## config.mk

```make
export PLATFORM = sky130hd
export DESIGN_NAME = conv_input_pipe
export DESIGN_NICKNAME = d
export VERILOG_FILES = /design/src/conv_in_pkg.sv /design/src/conv_stream_if.sv /design/src/pixel_shifter.sv /design/src/weight_rotator.sv /design/src/beat_joiner.sv /design/src/conv_input_pipe.sv
export VERILOG_INCLUDE_DIRS = /design/src /design/src/include
export SDC_FILE = /design/constraint.sdc
export NUM_CORES = 1
export LEC_CHECK = 0
export BUFFER_PORTS_ARGS = -buffer_cell sky130_fd_sc_hd__buf_2
export CELL_PAD_IN_SITES_DETAIL_PLACEMENT = 1
export CELL_PAD_IN_SITES_GLOBAL_PLACEMENT = 2
export CORE_MARGIN = 3
export CORE_UTILIZATION = 35
export CTS_BUF_LIST = sky130_fd_sc_hd__clkbuf_4 sky130_fd_sc_hd__clkbuf_8
export DETAILED_ROUTE_END_ITERATION = 6
export PLACE_DENSITY = 0.69
export SLEW_MARGIN = 40
export SYNTH_ARGS = -nofsm -noshare
export SYNTH_HDL_FRONTEND = slang
export SYNTH_HIERARCHICAL = 1
export SYNTH_SLANG_ARGS = --single-unit
```

## constraint.sdc

```tcl
create_clock -name aclk -period 12.75 [get_ports aclk]
set_input_delay 1.275 -clock aclk [delete_from_list [all_inputs] [get_ports aclk]]
set_output_delay 1.275 -clock aclk [all_outputs]
set_load 0.005 [all_outputs]
```

## src/include/conv_in_consts.svh

```systemverilog
`ifndef CONV_IN_CONSTS_SVH
`define CONV_IN_CONSTS_SVH

// Word and beat geometry
`define WORD_WIDTH    8
`define UNITS         2
`define KERNEL_H_MAX  3

// Pixel beat carries the edge rows needed by the tallest kernel
`define IM_WORDS      (`UNITS + `KERNEL_H_MAX - 1)

`define CORES         2
`define KERNEL_W_MAX  3

// One weight row for every core
`define W_WORDS       (`CORES * `KERNEL_W_MAX)

// Column count in the weight config beat
`define COLS_BITS     8

`endif

```

## src/conv_in_pkg.sv

```systemverilog
`default_nettype none

`include "conv_in_consts.svh"

package conv_in_pkg;

  typedef logic [`WORD_WIDTH-1:0] word_t;

  typedef word_t [`W_WORDS-1:0] w_words_t;

  // Config beat layout, low word first
  typedef struct packed {
    logic [(`W_WORDS-2)*`WORD_WIDTH-1:0] unused;
    logic [`COLS_BITS-1:0]               n_cols;
    word_t                               kernel_h;
  } w_cfg_t;

  // Same weight beat, seen as config or as weights
  typedef union packed {
    w_cfg_t   cfg;
    w_words_t words;
  } w_beat_u;

  typedef struct packed {
    logic [1:0] row;
    logic       col_last;
  } conv_flags_t;

endpackage

`default_nettype wire

```

## src/conv_stream_if.sv

```systemverilog
`default_nettype none

interface conv_stream_if #(
  parameter int WIDTH = 8
);

  logic             valid;
  logic             ready;
  logic [WIDTH-1:0] data;
  logic             last;
  // Kernel row index of the beat
  logic [1:0]       row;

  modport src (output valid, output data, output last, output row, input ready);

  modport snk (input valid, input data, input last, input row, output ready);

endinterface

`default_nettype wire

```

## src/pixel_shifter.sv

```systemverilog
`default_nettype none

`include "conv_in_consts.svh"

module pixel_shifter (
  input  wire logic                              aclk,
  input  wire logic                              i_rst_n,
  input  wire logic [1:0]                        i_kernel_h,
  input  wire logic                              i_px_valid,
  output logic                                   o_px_ready,
  input  wire logic [`IM_WORDS*`WORD_WIDTH-1:0]  i_px_data,
  input  wire logic                              i_px_last,
  conv_stream_if.src                             o_win
);

  logic                             valid_q;
  logic                             ready_q;
  logic [1:0]                       row_q;
  logic [`IM_WORDS*`WORD_WIDTH-1:0] col_q;
  logic                             last_q;
  logic                             px_fire;
  logic                             win_fire;
  logic                             row_end;

  assign px_fire  = i_px_valid && ready_q;
  assign win_fire = valid_q && o_win.ready;
  assign row_end  = (row_q == i_kernel_h - 2'd1);

  assign o_px_ready = ready_q;

  always_ff @(posedge aclk or negedge i_rst_n) begin
    if (!i_rst_n) begin
      valid_q <= 1'b0;
      ready_q <= 1'b0;
      row_q   <= 2'd0;
    end else begin
      if (px_fire) begin
        valid_q <= 1'b1;
        ready_q <= 1'b0;
        row_q   <= 2'd0;
      end else if (win_fire) begin
        if (row_end) begin
          valid_q <= 1'b0;
          ready_q <= 1'b1;
        end else begin
          row_q <= row_q + 2'd1;
        end
      end else if (!valid_q) begin
        // Open up once out of reset
        ready_q <= 1'b1;
      end
    end
  end

  always_ff @(posedge aclk) begin
    if (px_fire) begin
      col_q  <= i_px_data;
      last_q <= i_px_last;
    end
  end

  // Window k holds column words k and k+1
  assign o_win.valid = valid_q;
  assign o_win.data  = col_q[row_q*`WORD_WIDTH +: `UNITS*`WORD_WIDTH];
  assign o_win.row   = row_q;
  assign o_win.last  = last_q;

endmodule

`default_nettype wire

```

## src/weight_rotator.sv

```systemverilog
`default_nettype none

`include "conv_in_consts.svh"

module weight_rotator
  import conv_in_pkg::*;
(
  input  wire logic    aclk,
  input  wire logic    i_rst_n,
  input  wire logic    i_w_valid,
  output logic         o_w_ready,
  input  wire w_beat_u i_w_data,
  input  wire logic    i_w_last,
  output logic [1:0]   o_kernel_h,
  conv_stream_if.src   o_wrow
);

  localparam logic [1:0] ST_CFG    = 2'd0;
  localparam logic [1:0] ST_ROWS   = 2'd1;
  localparam logic [1:0] ST_REPLAY = 2'd2;

  logic [1:0]                      state_q;
  logic [1:0]                      kernel_h_q;
  logic [`COLS_BITS-1:0]           n_cols_q;
  logic [1:0]                      wr_idx_q;
  logic [1:0]                      rd_row_q;
  logic [`COLS_BITS-1:0]           col_cnt_q;
  logic [`W_WORDS*`WORD_WIDTH-1:0] w_rows_q [`KERNEL_H_MAX];
  logic                            w_fire;
  logic                            rot_fire;
  logic                            row_end;
  logic                            col_end;

  assign o_w_ready = (state_q != ST_REPLAY);
  assign w_fire    = i_w_valid && o_w_ready;
  assign rot_fire  = o_wrow.valid && o_wrow.ready;
  assign row_end   = (rd_row_q == kernel_h_q - 2'd1);
  assign col_end   = (col_cnt_q == n_cols_q - 1'b1);

  always_ff @(posedge aclk or negedge i_rst_n) begin
    if (!i_rst_n) begin
      state_q    <= ST_CFG;
      kernel_h_q <= 2'd1;
      n_cols_q   <= '0;
      wr_idx_q   <= 2'd0;
      rd_row_q   <= 2'd0;
      col_cnt_q  <= '0;
    end else begin
      case (state_q)
        ST_CFG: begin
          if (w_fire) begin
            kernel_h_q <= i_w_data.cfg.kernel_h[1:0];
            n_cols_q   <= i_w_data.cfg.n_cols;
            wr_idx_q   <= 2'd0;
            state_q    <= ST_ROWS;
          end
        end
        ST_ROWS: begin
          if (w_fire) begin
            wr_idx_q <= wr_idx_q + 2'd1;
            if (i_w_last) begin
              rd_row_q  <= 2'd0;
              col_cnt_q <= '0;
              state_q   <= ST_REPLAY;
            end
          end
        end
        ST_REPLAY: begin
          if (rot_fire) begin
            if (row_end) begin
              rd_row_q <= 2'd0;
              // Whole image done, wait for the next packet
              if (col_end) state_q <= ST_CFG;
              else col_cnt_q <= col_cnt_q + 1'b1;
            end else begin
              rd_row_q <= rd_row_q + 2'd1;
            end
          end
        end
        default: state_q <= ST_CFG;
      endcase
    end
  end

  always_ff @(posedge aclk) begin
    if (w_fire && state_q == ST_ROWS && wr_idx_q < 2'(`KERNEL_H_MAX)) begin
      w_rows_q[wr_idx_q] <= i_w_data.words;
    end
  end

  assign o_kernel_h   = kernel_h_q;
  assign o_wrow.valid = (state_q == ST_REPLAY);
  assign o_wrow.data  = w_rows_q[rd_row_q];
  assign o_wrow.row   = rd_row_q;
  assign o_wrow.last  = row_end && col_end;

endmodule

`default_nettype wire

```

## src/beat_joiner.sv

```systemverilog
`default_nettype none

`include "conv_in_consts.svh"

module beat_joiner
  import conv_in_pkg::*;
(
  input  wire logic                             aclk,
  input  wire logic                             i_rst_n,
  input  wire logic [1:0]                       i_kernel_h,
  conv_stream_if.snk                            i_px,
  conv_stream_if.snk                            i_w,
  output logic                                  o_valid,
  input  wire logic                             i_ready,
  output logic [`UNITS*`WORD_WIDTH-1:0]         o_px_data,
  output logic [`W_WORDS*`WORD_WIDTH-1:0]       o_w_data,
  output conv_flags_t                           o_flags,
  output logic                                  o_last
);

  logic        valid_q;
  logic        take;
  logic        fire;
  conv_flags_t flags_d;

  // Output slot free or emptying this cycle
  assign take = !valid_q || i_ready;
  assign fire = i_px.valid && i_w.valid && take;

  assign i_px.ready = fire;
  assign i_w.ready  = fire;

  assign flags_d.row      = i_px.row;
  assign flags_d.col_last = (i_px.row == i_kernel_h - 2'd1);

  always_ff @(posedge aclk or negedge i_rst_n) begin
    if (!i_rst_n) begin
      valid_q <= 1'b0;
    end else if (fire) begin
      valid_q <= 1'b1;
    end else if (i_ready) begin
      valid_q <= 1'b0;
    end
  end

  always_ff @(posedge aclk) begin
    if (fire) begin
      o_px_data <= i_px.data;
      o_w_data  <= i_w.data;
      o_flags   <= flags_d;
      o_last    <= i_px.last && flags_d.col_last;
    end
  end

  assign o_valid = valid_q;

endmodule

`default_nettype wire

```

## src/conv_input_pipe.sv

```systemverilog
`default_nettype none

`include "conv_in_consts.svh"

module conv_input_pipe
  import conv_in_pkg::*;
(
  input  wire logic                              aclk,
  input  wire logic                              i_rst_n,
  input  wire logic                              i_px_valid,
  output logic                                   o_px_ready,
  input  wire logic [`IM_WORDS*`WORD_WIDTH-1:0]  i_px_data,
  input  wire logic                              i_px_last,
  input  wire logic                              i_w_valid,
  output logic                                   o_w_ready,
  input  wire logic [`W_WORDS*`WORD_WIDTH-1:0]   i_w_data,
  input  wire logic                              i_w_last,
  output logic                                   o_m_valid,
  input  wire logic                              i_m_ready,
  output logic [`UNITS*`WORD_WIDTH-1:0]          o_m_px_data,
  output logic [`W_WORDS*`WORD_WIDTH-1:0]        o_m_w_data,
  output logic [1:0]                             o_m_row,
  output logic                                   o_m_col_last,
  output logic                                   o_m_last
);

  logic [1:0]  kernel_h;
  conv_flags_t flags;

  conv_stream_if #(.WIDTH(`UNITS*`WORD_WIDTH))   px_s ();
  conv_stream_if #(.WIDTH(`W_WORDS*`WORD_WIDTH)) w_s ();

  pixel_shifter shifter_i (
    .aclk       (aclk),
    .i_rst_n    (i_rst_n),
    .i_kernel_h (kernel_h),
    .i_px_valid (i_px_valid),
    .o_px_ready (o_px_ready),
    .i_px_data  (i_px_data),
    .i_px_last  (i_px_last),
    .o_win      (px_s.src)
  );

  weight_rotator rotator_i (
    .aclk       (aclk),
    .i_rst_n    (i_rst_n),
    .i_w_valid  (i_w_valid),
    .o_w_ready  (o_w_ready),
    .i_w_data   (i_w_data),
    .i_w_last   (i_w_last),
    .o_kernel_h (kernel_h),
    .o_wrow     (w_s.src)
  );

  beat_joiner joiner_i (
    .aclk       (aclk),
    .i_rst_n    (i_rst_n),
    .i_kernel_h (kernel_h),
    .i_px       (px_s.snk),
    .i_w        (w_s.snk),
    .o_valid    (o_m_valid),
    .i_ready    (i_m_ready),
    .o_px_data  (o_m_px_data),
    .o_w_data   (o_m_w_data),
    .o_flags    (flags),
    .o_last     (o_m_last)
  );

  assign o_m_row      = flags.row;
  assign o_m_col_last = flags.col_last;

endmodule

`default_nettype wire

```

Yosys cells after proc, flatten, opt, wreduce, memory -nomap -nowiden
Memory sizes are Yosys's and may differ from the RTL's. A register that Yosys moved wholly into a read port is not among the register bits.
Cells that the tools add are included.
- flip-flop bits (word level): 82
- RAM bits: 144
- output and inout port bits: 71
- logic and storage cells: 101
- memories: 1
- memories (name ; words ; bits a word ; read ports ; clocked after memory_dff ; write ports ; RTL line ; source):
    rotator_i.w_rows_q ; 3 ; 48 ; 1 ; 1 ; 1 ; weight_rotator.sv:28 ; logic [`W_WORDS*`WORD_WIDTH-1:0] w_rows_q [`KERNEL_H_MAX];
- add/sub/neg operators: 6
- order comparisons: 1
- equality and inequality tests: 16
- shift-type cells: 1
- mux-type cells: 35
- reduce and logical (&&, ||, !) cells: 25
- operators with widths (kind ; number):
    2-to-1 mux 8 bit ; 5
    indexed part select 32 x 6 -> 16 bit ; 1
    2-to-1 mux 2 bit ; 15
    case mux 8 bit (2 select lines) ; 1
    inequality test 2 bit, second input constant ; 6
    AND reduction 6 bit ; 2
    2-to-1 mux 1 bit ; 11
    nonzero test 2 bit ; 5
    logical AND 1 bit ; 9
    adder 8 x 1 -> 8 bit, second input constant ; 1
    equality test 8 bit ; 1
    case mux 2 bit (2 select lines) ; 2
    AND reduction 2 bit ; 4
    subtractor 8 x 1 -> 8 bit, second input constant ; 1
    adder 2 x 1 -> 2 bit, second input constant ; 3
    inequality test 2 x 1 -> 1 bit, second input constant ; 3
    case mux 2 bit (3 select lines) ; 1
    equality test 2 bit ; 2
    AND reduction 4 bit ; 1
    inequality test 3 x 2 -> 1 bit, second input constant ; 1
    inequality test 3 bit, second input constant ; 1
    AND reduction 3 bit ; 1
    equality test 2 x 1 -> 1 bit, second input constant ; 1
    equality test 2 bit, second input constant ; 1
    other kinds (5) ; 5

Depth between registers and ports, before layout
- depth in word-level cells: 6
- mapped depth: 12

By module
The synthesis kept the hierarchy.
- by module, submodules not included (module ; times used ; cells each ; area each (um2)):
    weight_rotator ; 1 ; 465 ; 6840.3
    beat_joiner ; 1 ; 82 ; 2160.8
    pixel_shifter ; 1 ; 109 ; 1572.8

Worst setup path after synthesis
No wires, ideal clock.
- path kind: in2reg
- from: in i_m_ready
- to: reg rotator_i.col_cnt_q[5]
- arrival time: 6.246 ns
- data required time: 12.671 ns
- slack: 6.424 ns
- cell stages on the path: 9
- buffers on the path: 1
- cells stage by stage: inv_1 > a21oi_1 > buf_4 > nand3b_1 > nor3_1 > o41ai_4 > nand2_1 > and3_1 > mux2i_1
- longest elaborated chain between the ends: 5
- ends and longest elaborated chain (item ; RTL line ; source):
    start: declaration ; conv_input_pipe.sv:19 ; input wire logic i_m_ready,
    logical OR 1 bit ; beat_joiner.sv:27 ; assign take = !valid_q || i_ready;
    logical AND 1 bit ; beat_joiner.sv:28 ; assign fire = i_px.valid && i_w.valid && take;
    named net px_s.ready ; conv_stream_if.sv:8 ; logic ready;
    logical AND 1 bit ; weight_rotator.sv:36 ; assign rot_fire = o_wrow.valid && o_wrow.ready;
    inequality test 2 bit (no source line) ; - ;
    AND reduction 6 bit (no source line) ; - ;
    end signal: assignment ; weight_rotator.sv:74 ; else col_cnt_q <= col_cnt_q + 1'b1;
    end: declaration ; weight_rotator.sv:27 ; logic [`COLS_BITS-1:0] col_cnt_q;
The timed path passes the listed nets, and every way through them passes these cells.
A chain may end at the register's enable or synchronous reset.

Worst setup path in the final report
- from: reg rotator_i.state_q[0]
- to: reg rotator_i.col_cnt_q[6]
- longest elaborated chain between the ends: 6
- elaborated cells between the ends (all ways): 15
- ends and longest elaborated chain (item ; RTL line ; source):
    start: declaration ; weight_rotator.sv:22 ; logic [1:0] state_q;
    start signal: assignment ; weight_rotator.sv:42 ; state_q <= ST_CFG;
    start signal: assignment ; weight_rotator.sv:55 ; state_q <= ST_ROWS;
    start signal: assignment ; weight_rotator.sv:64 ; state_q <= ST_REPLAY;
    equality test 2 bit ; weight_rotator.sv:92 ; assign o_wrow.valid = (state_q == ST_REPLAY);
    named net w_s.valid ; conv_stream_if.sv:7 ; logic valid;
    logical AND 1 bit (2 in a row) ; beat_joiner.sv:28 ;
    named net px_s.ready ; conv_stream_if.sv:8 ;
    logical AND 1 bit ; weight_rotator.sv:36 ;
    inequality test 2 bit (no source line) ; - ;
    AND reduction 6 bit (no source line) ; - ;
The timed path passes the listed nets, and every way through them passes these cells.

==> results.yml <==
layout:
  final_common_cell: "edfxtp_1"
  multiInputGateArea_um2: 2340
  final_cell_mix: "245 x edfxtp_1, 157 x buf_2, 76 x nand2_1"
  drive_above_1_share: 0.309
  antenna_cells: 0
  area_growth_pct: 20.3
  layout.nets: 935
  regArea_um2: 8090
  nFillCells: 2990
sta:
  setup_tns_ps: 0
  slew_viol_final: 0
  fmax_mhz: 320
  worst_clock_skew_ps: 24.8
  slew_headroom: 0.472
  worstMarginPinSlew_ps: 790
  period_share: 0.245
  rsz0062_at_grt: "no"
  finalSetupViolCount: 0
  final_hold_viol_count: 0
  setup_slack_ps: 9620
  fin_hold_ws_ps: 526
  min_period_ps: 3130
placed_design:
  hpwl_mm: 14.8
  place.gp.congestion: 0.751
  port_buffers: 157
  post-place-ws_ps: 9180
hold_path:
  worstHoldPathType: "reg2reg"
clock_tree:
  h-tree-depth: 2
  cts_setup_buffers: 0
  clk_pin_slew_ps: 60
  cts_tree: "built"
  cts_buffers: 47
  worst_skew_pair.late_latency_ps: 570
  clock-sinks: 274
  clockRootBuffer: "clkbuf_8"
  cts-resized-gates: 0
  ctsHoldBuffers: 0
  clockBufferDepth: 3
grt:
  antenna_found_initial: 1
  grt_pass1_wl_mm: 36.9
  grt_pass1_vias: 6683
  grt_overflow: 0
  grt_use_total: 0.142
  grt_max_degree: 99
routing:
  final_antenna_net_count: 0
  drt_iter0_drc: 379
  vias: 6114
  firstDrtPassIters: 4
  wl_per_cell_um: 18.7
  drc_errors: 0
  wirelength_mm: 23.5
  via_per_inst: 4.86
setup_path:
  cp_num_buf_inv: 2
  path_class: "reg2reg"
  crit_path_frequent_cell: "a21oi_1"
  critPathSlowestCell: "buf_6"
  cp_max_fo: 76
  worstSetupStartpointType: "register"
  worstPathCellList: "nand2b_1 -> inv_1 -> nand2_1 -> a21oi_4 -> buf_6 -> nand3b_1 -> nor4_1 -> a31oi_2 -> a21oi_1 -> xnor2_1 -> a21oi_1"
  crit_path_end_kind: "register"
  slowest_delay_ps: 610
  arrival_ps: 3560
  required_ps: 13180
  critical-path-top-delay-family: "simple AND/OR/NAND/NOR gates"
synth:
  syn_inst: 655
  avgSynthCellArea_um2: 16.1
  synth_area_um2: 10600
  synth_warnings: 6
  syn_nets: 748
power:
  power.share.clock: 0.303
  swShare: 0.286
  vdd_drop_max_v: 0.0000875
  p_int_uw: 1800
  powerDensity_nw_per_um2: 199
  p_leak_uw: 0.00449
  switching_power_uw: 723
  seq_power_share: 0.514
  comb_power_share: 0.183
floorplanning:
  rows: 62
  die_x_um: 180
  start_util: 0.361
  die_area_um2: 32300
  coreArea_um2: 29200
  die_y_um: 180
  io_pins: 158
status:
  status: "finished clean"
run:
  max-cap-violations: 0
metal layers:
metal / part of all wire / GRT usage / vias up
met1: 0.43 / 0.183 / 3040
met4: 0.022 / 0.0415 / 2
li1: - / - / 2826
met3: 0.068 / 0.0378 / 53
met5: 0.00030 / 0 / -
met2: 0.48 / 0.238 / 193
registers in the layout, summed over array words and instances, names as in the netlist, 3 cells and up:
register,flops
joiner_i/o_flags,3
joiner_i/o_px_data,16
joiner_i/o_w_data,48
rotator_i/col_cnt_q,8
rotator_i/n_cols_q,8
rotator_i/w_rows_q,144
shifter_i/col_q,32
worst reg2reg max path: cells and delay by family, from the launching register on:
kind            cells  cell delay, ps
buf+inv             2             770
flops               1             470
compound gates      4             620
xor+xnor            1             160
simple gates        4            1000
layout make-up:
cell class,instances,share of cell area
clock buffer,71,0.0660
clock inverter,10,0.00512
inverter,10,0.00295
multi-input combinational,344,0.184
sequential,274,0.636
tap,384,0.0378
timing repair buffer,165,0.0681
power by group through the flow:
stage / clock (uW) / sequential [uW] / combinational, uW
6_report: 766 / 1300 / 461
5_1_grt: 838 / 1320 / 518
4_1_cts: 799 / 1300 / 473
3_5_place_dp: 0 / 1320 / 472
3_3_place_gp: 0 / 1310 / 436
2_1_floorplan: 0 / 1270 / 331
final timing paths:
kind	from	to	slack, ps	cells past startpoint
max	rotator_i/state_q[0]	rotator_i/col_cnt_q[6]	9620	11
min	rotator_i/w_rows_q[2][3]	joiner_i/o_w_data[3]	530	2
max reg2reg	rotator_i/state_q[0]	rotator_i/col_cnt_q[6]	9620	11
min reg2reg	rotator_i/w_rows_q[2][3]	joiner_i/o_w_data[3]	530	2
max in group asynchronous	i_rst_n	rotator_i/o_wrow.row[0]	11480	1
min in group asynchronous	i_rst_n	rotator_i/col_cnt_q[7]	760	1
stage by stage:
step,instance area (um^2),utilization,power [uW],std cells
6_report,12700,0.435,2530,1258
5_1_grt,12700,0.435,2680,1258
4_1_cts,12700,0.435,2580,1258
3_5_place_dp,11800,0.404,1790,1177
3_3_place_gp,11800,0.403,1750,1176
2_1_floorplan,10600,-,1600,655
(Power assumes the default switching activity.)
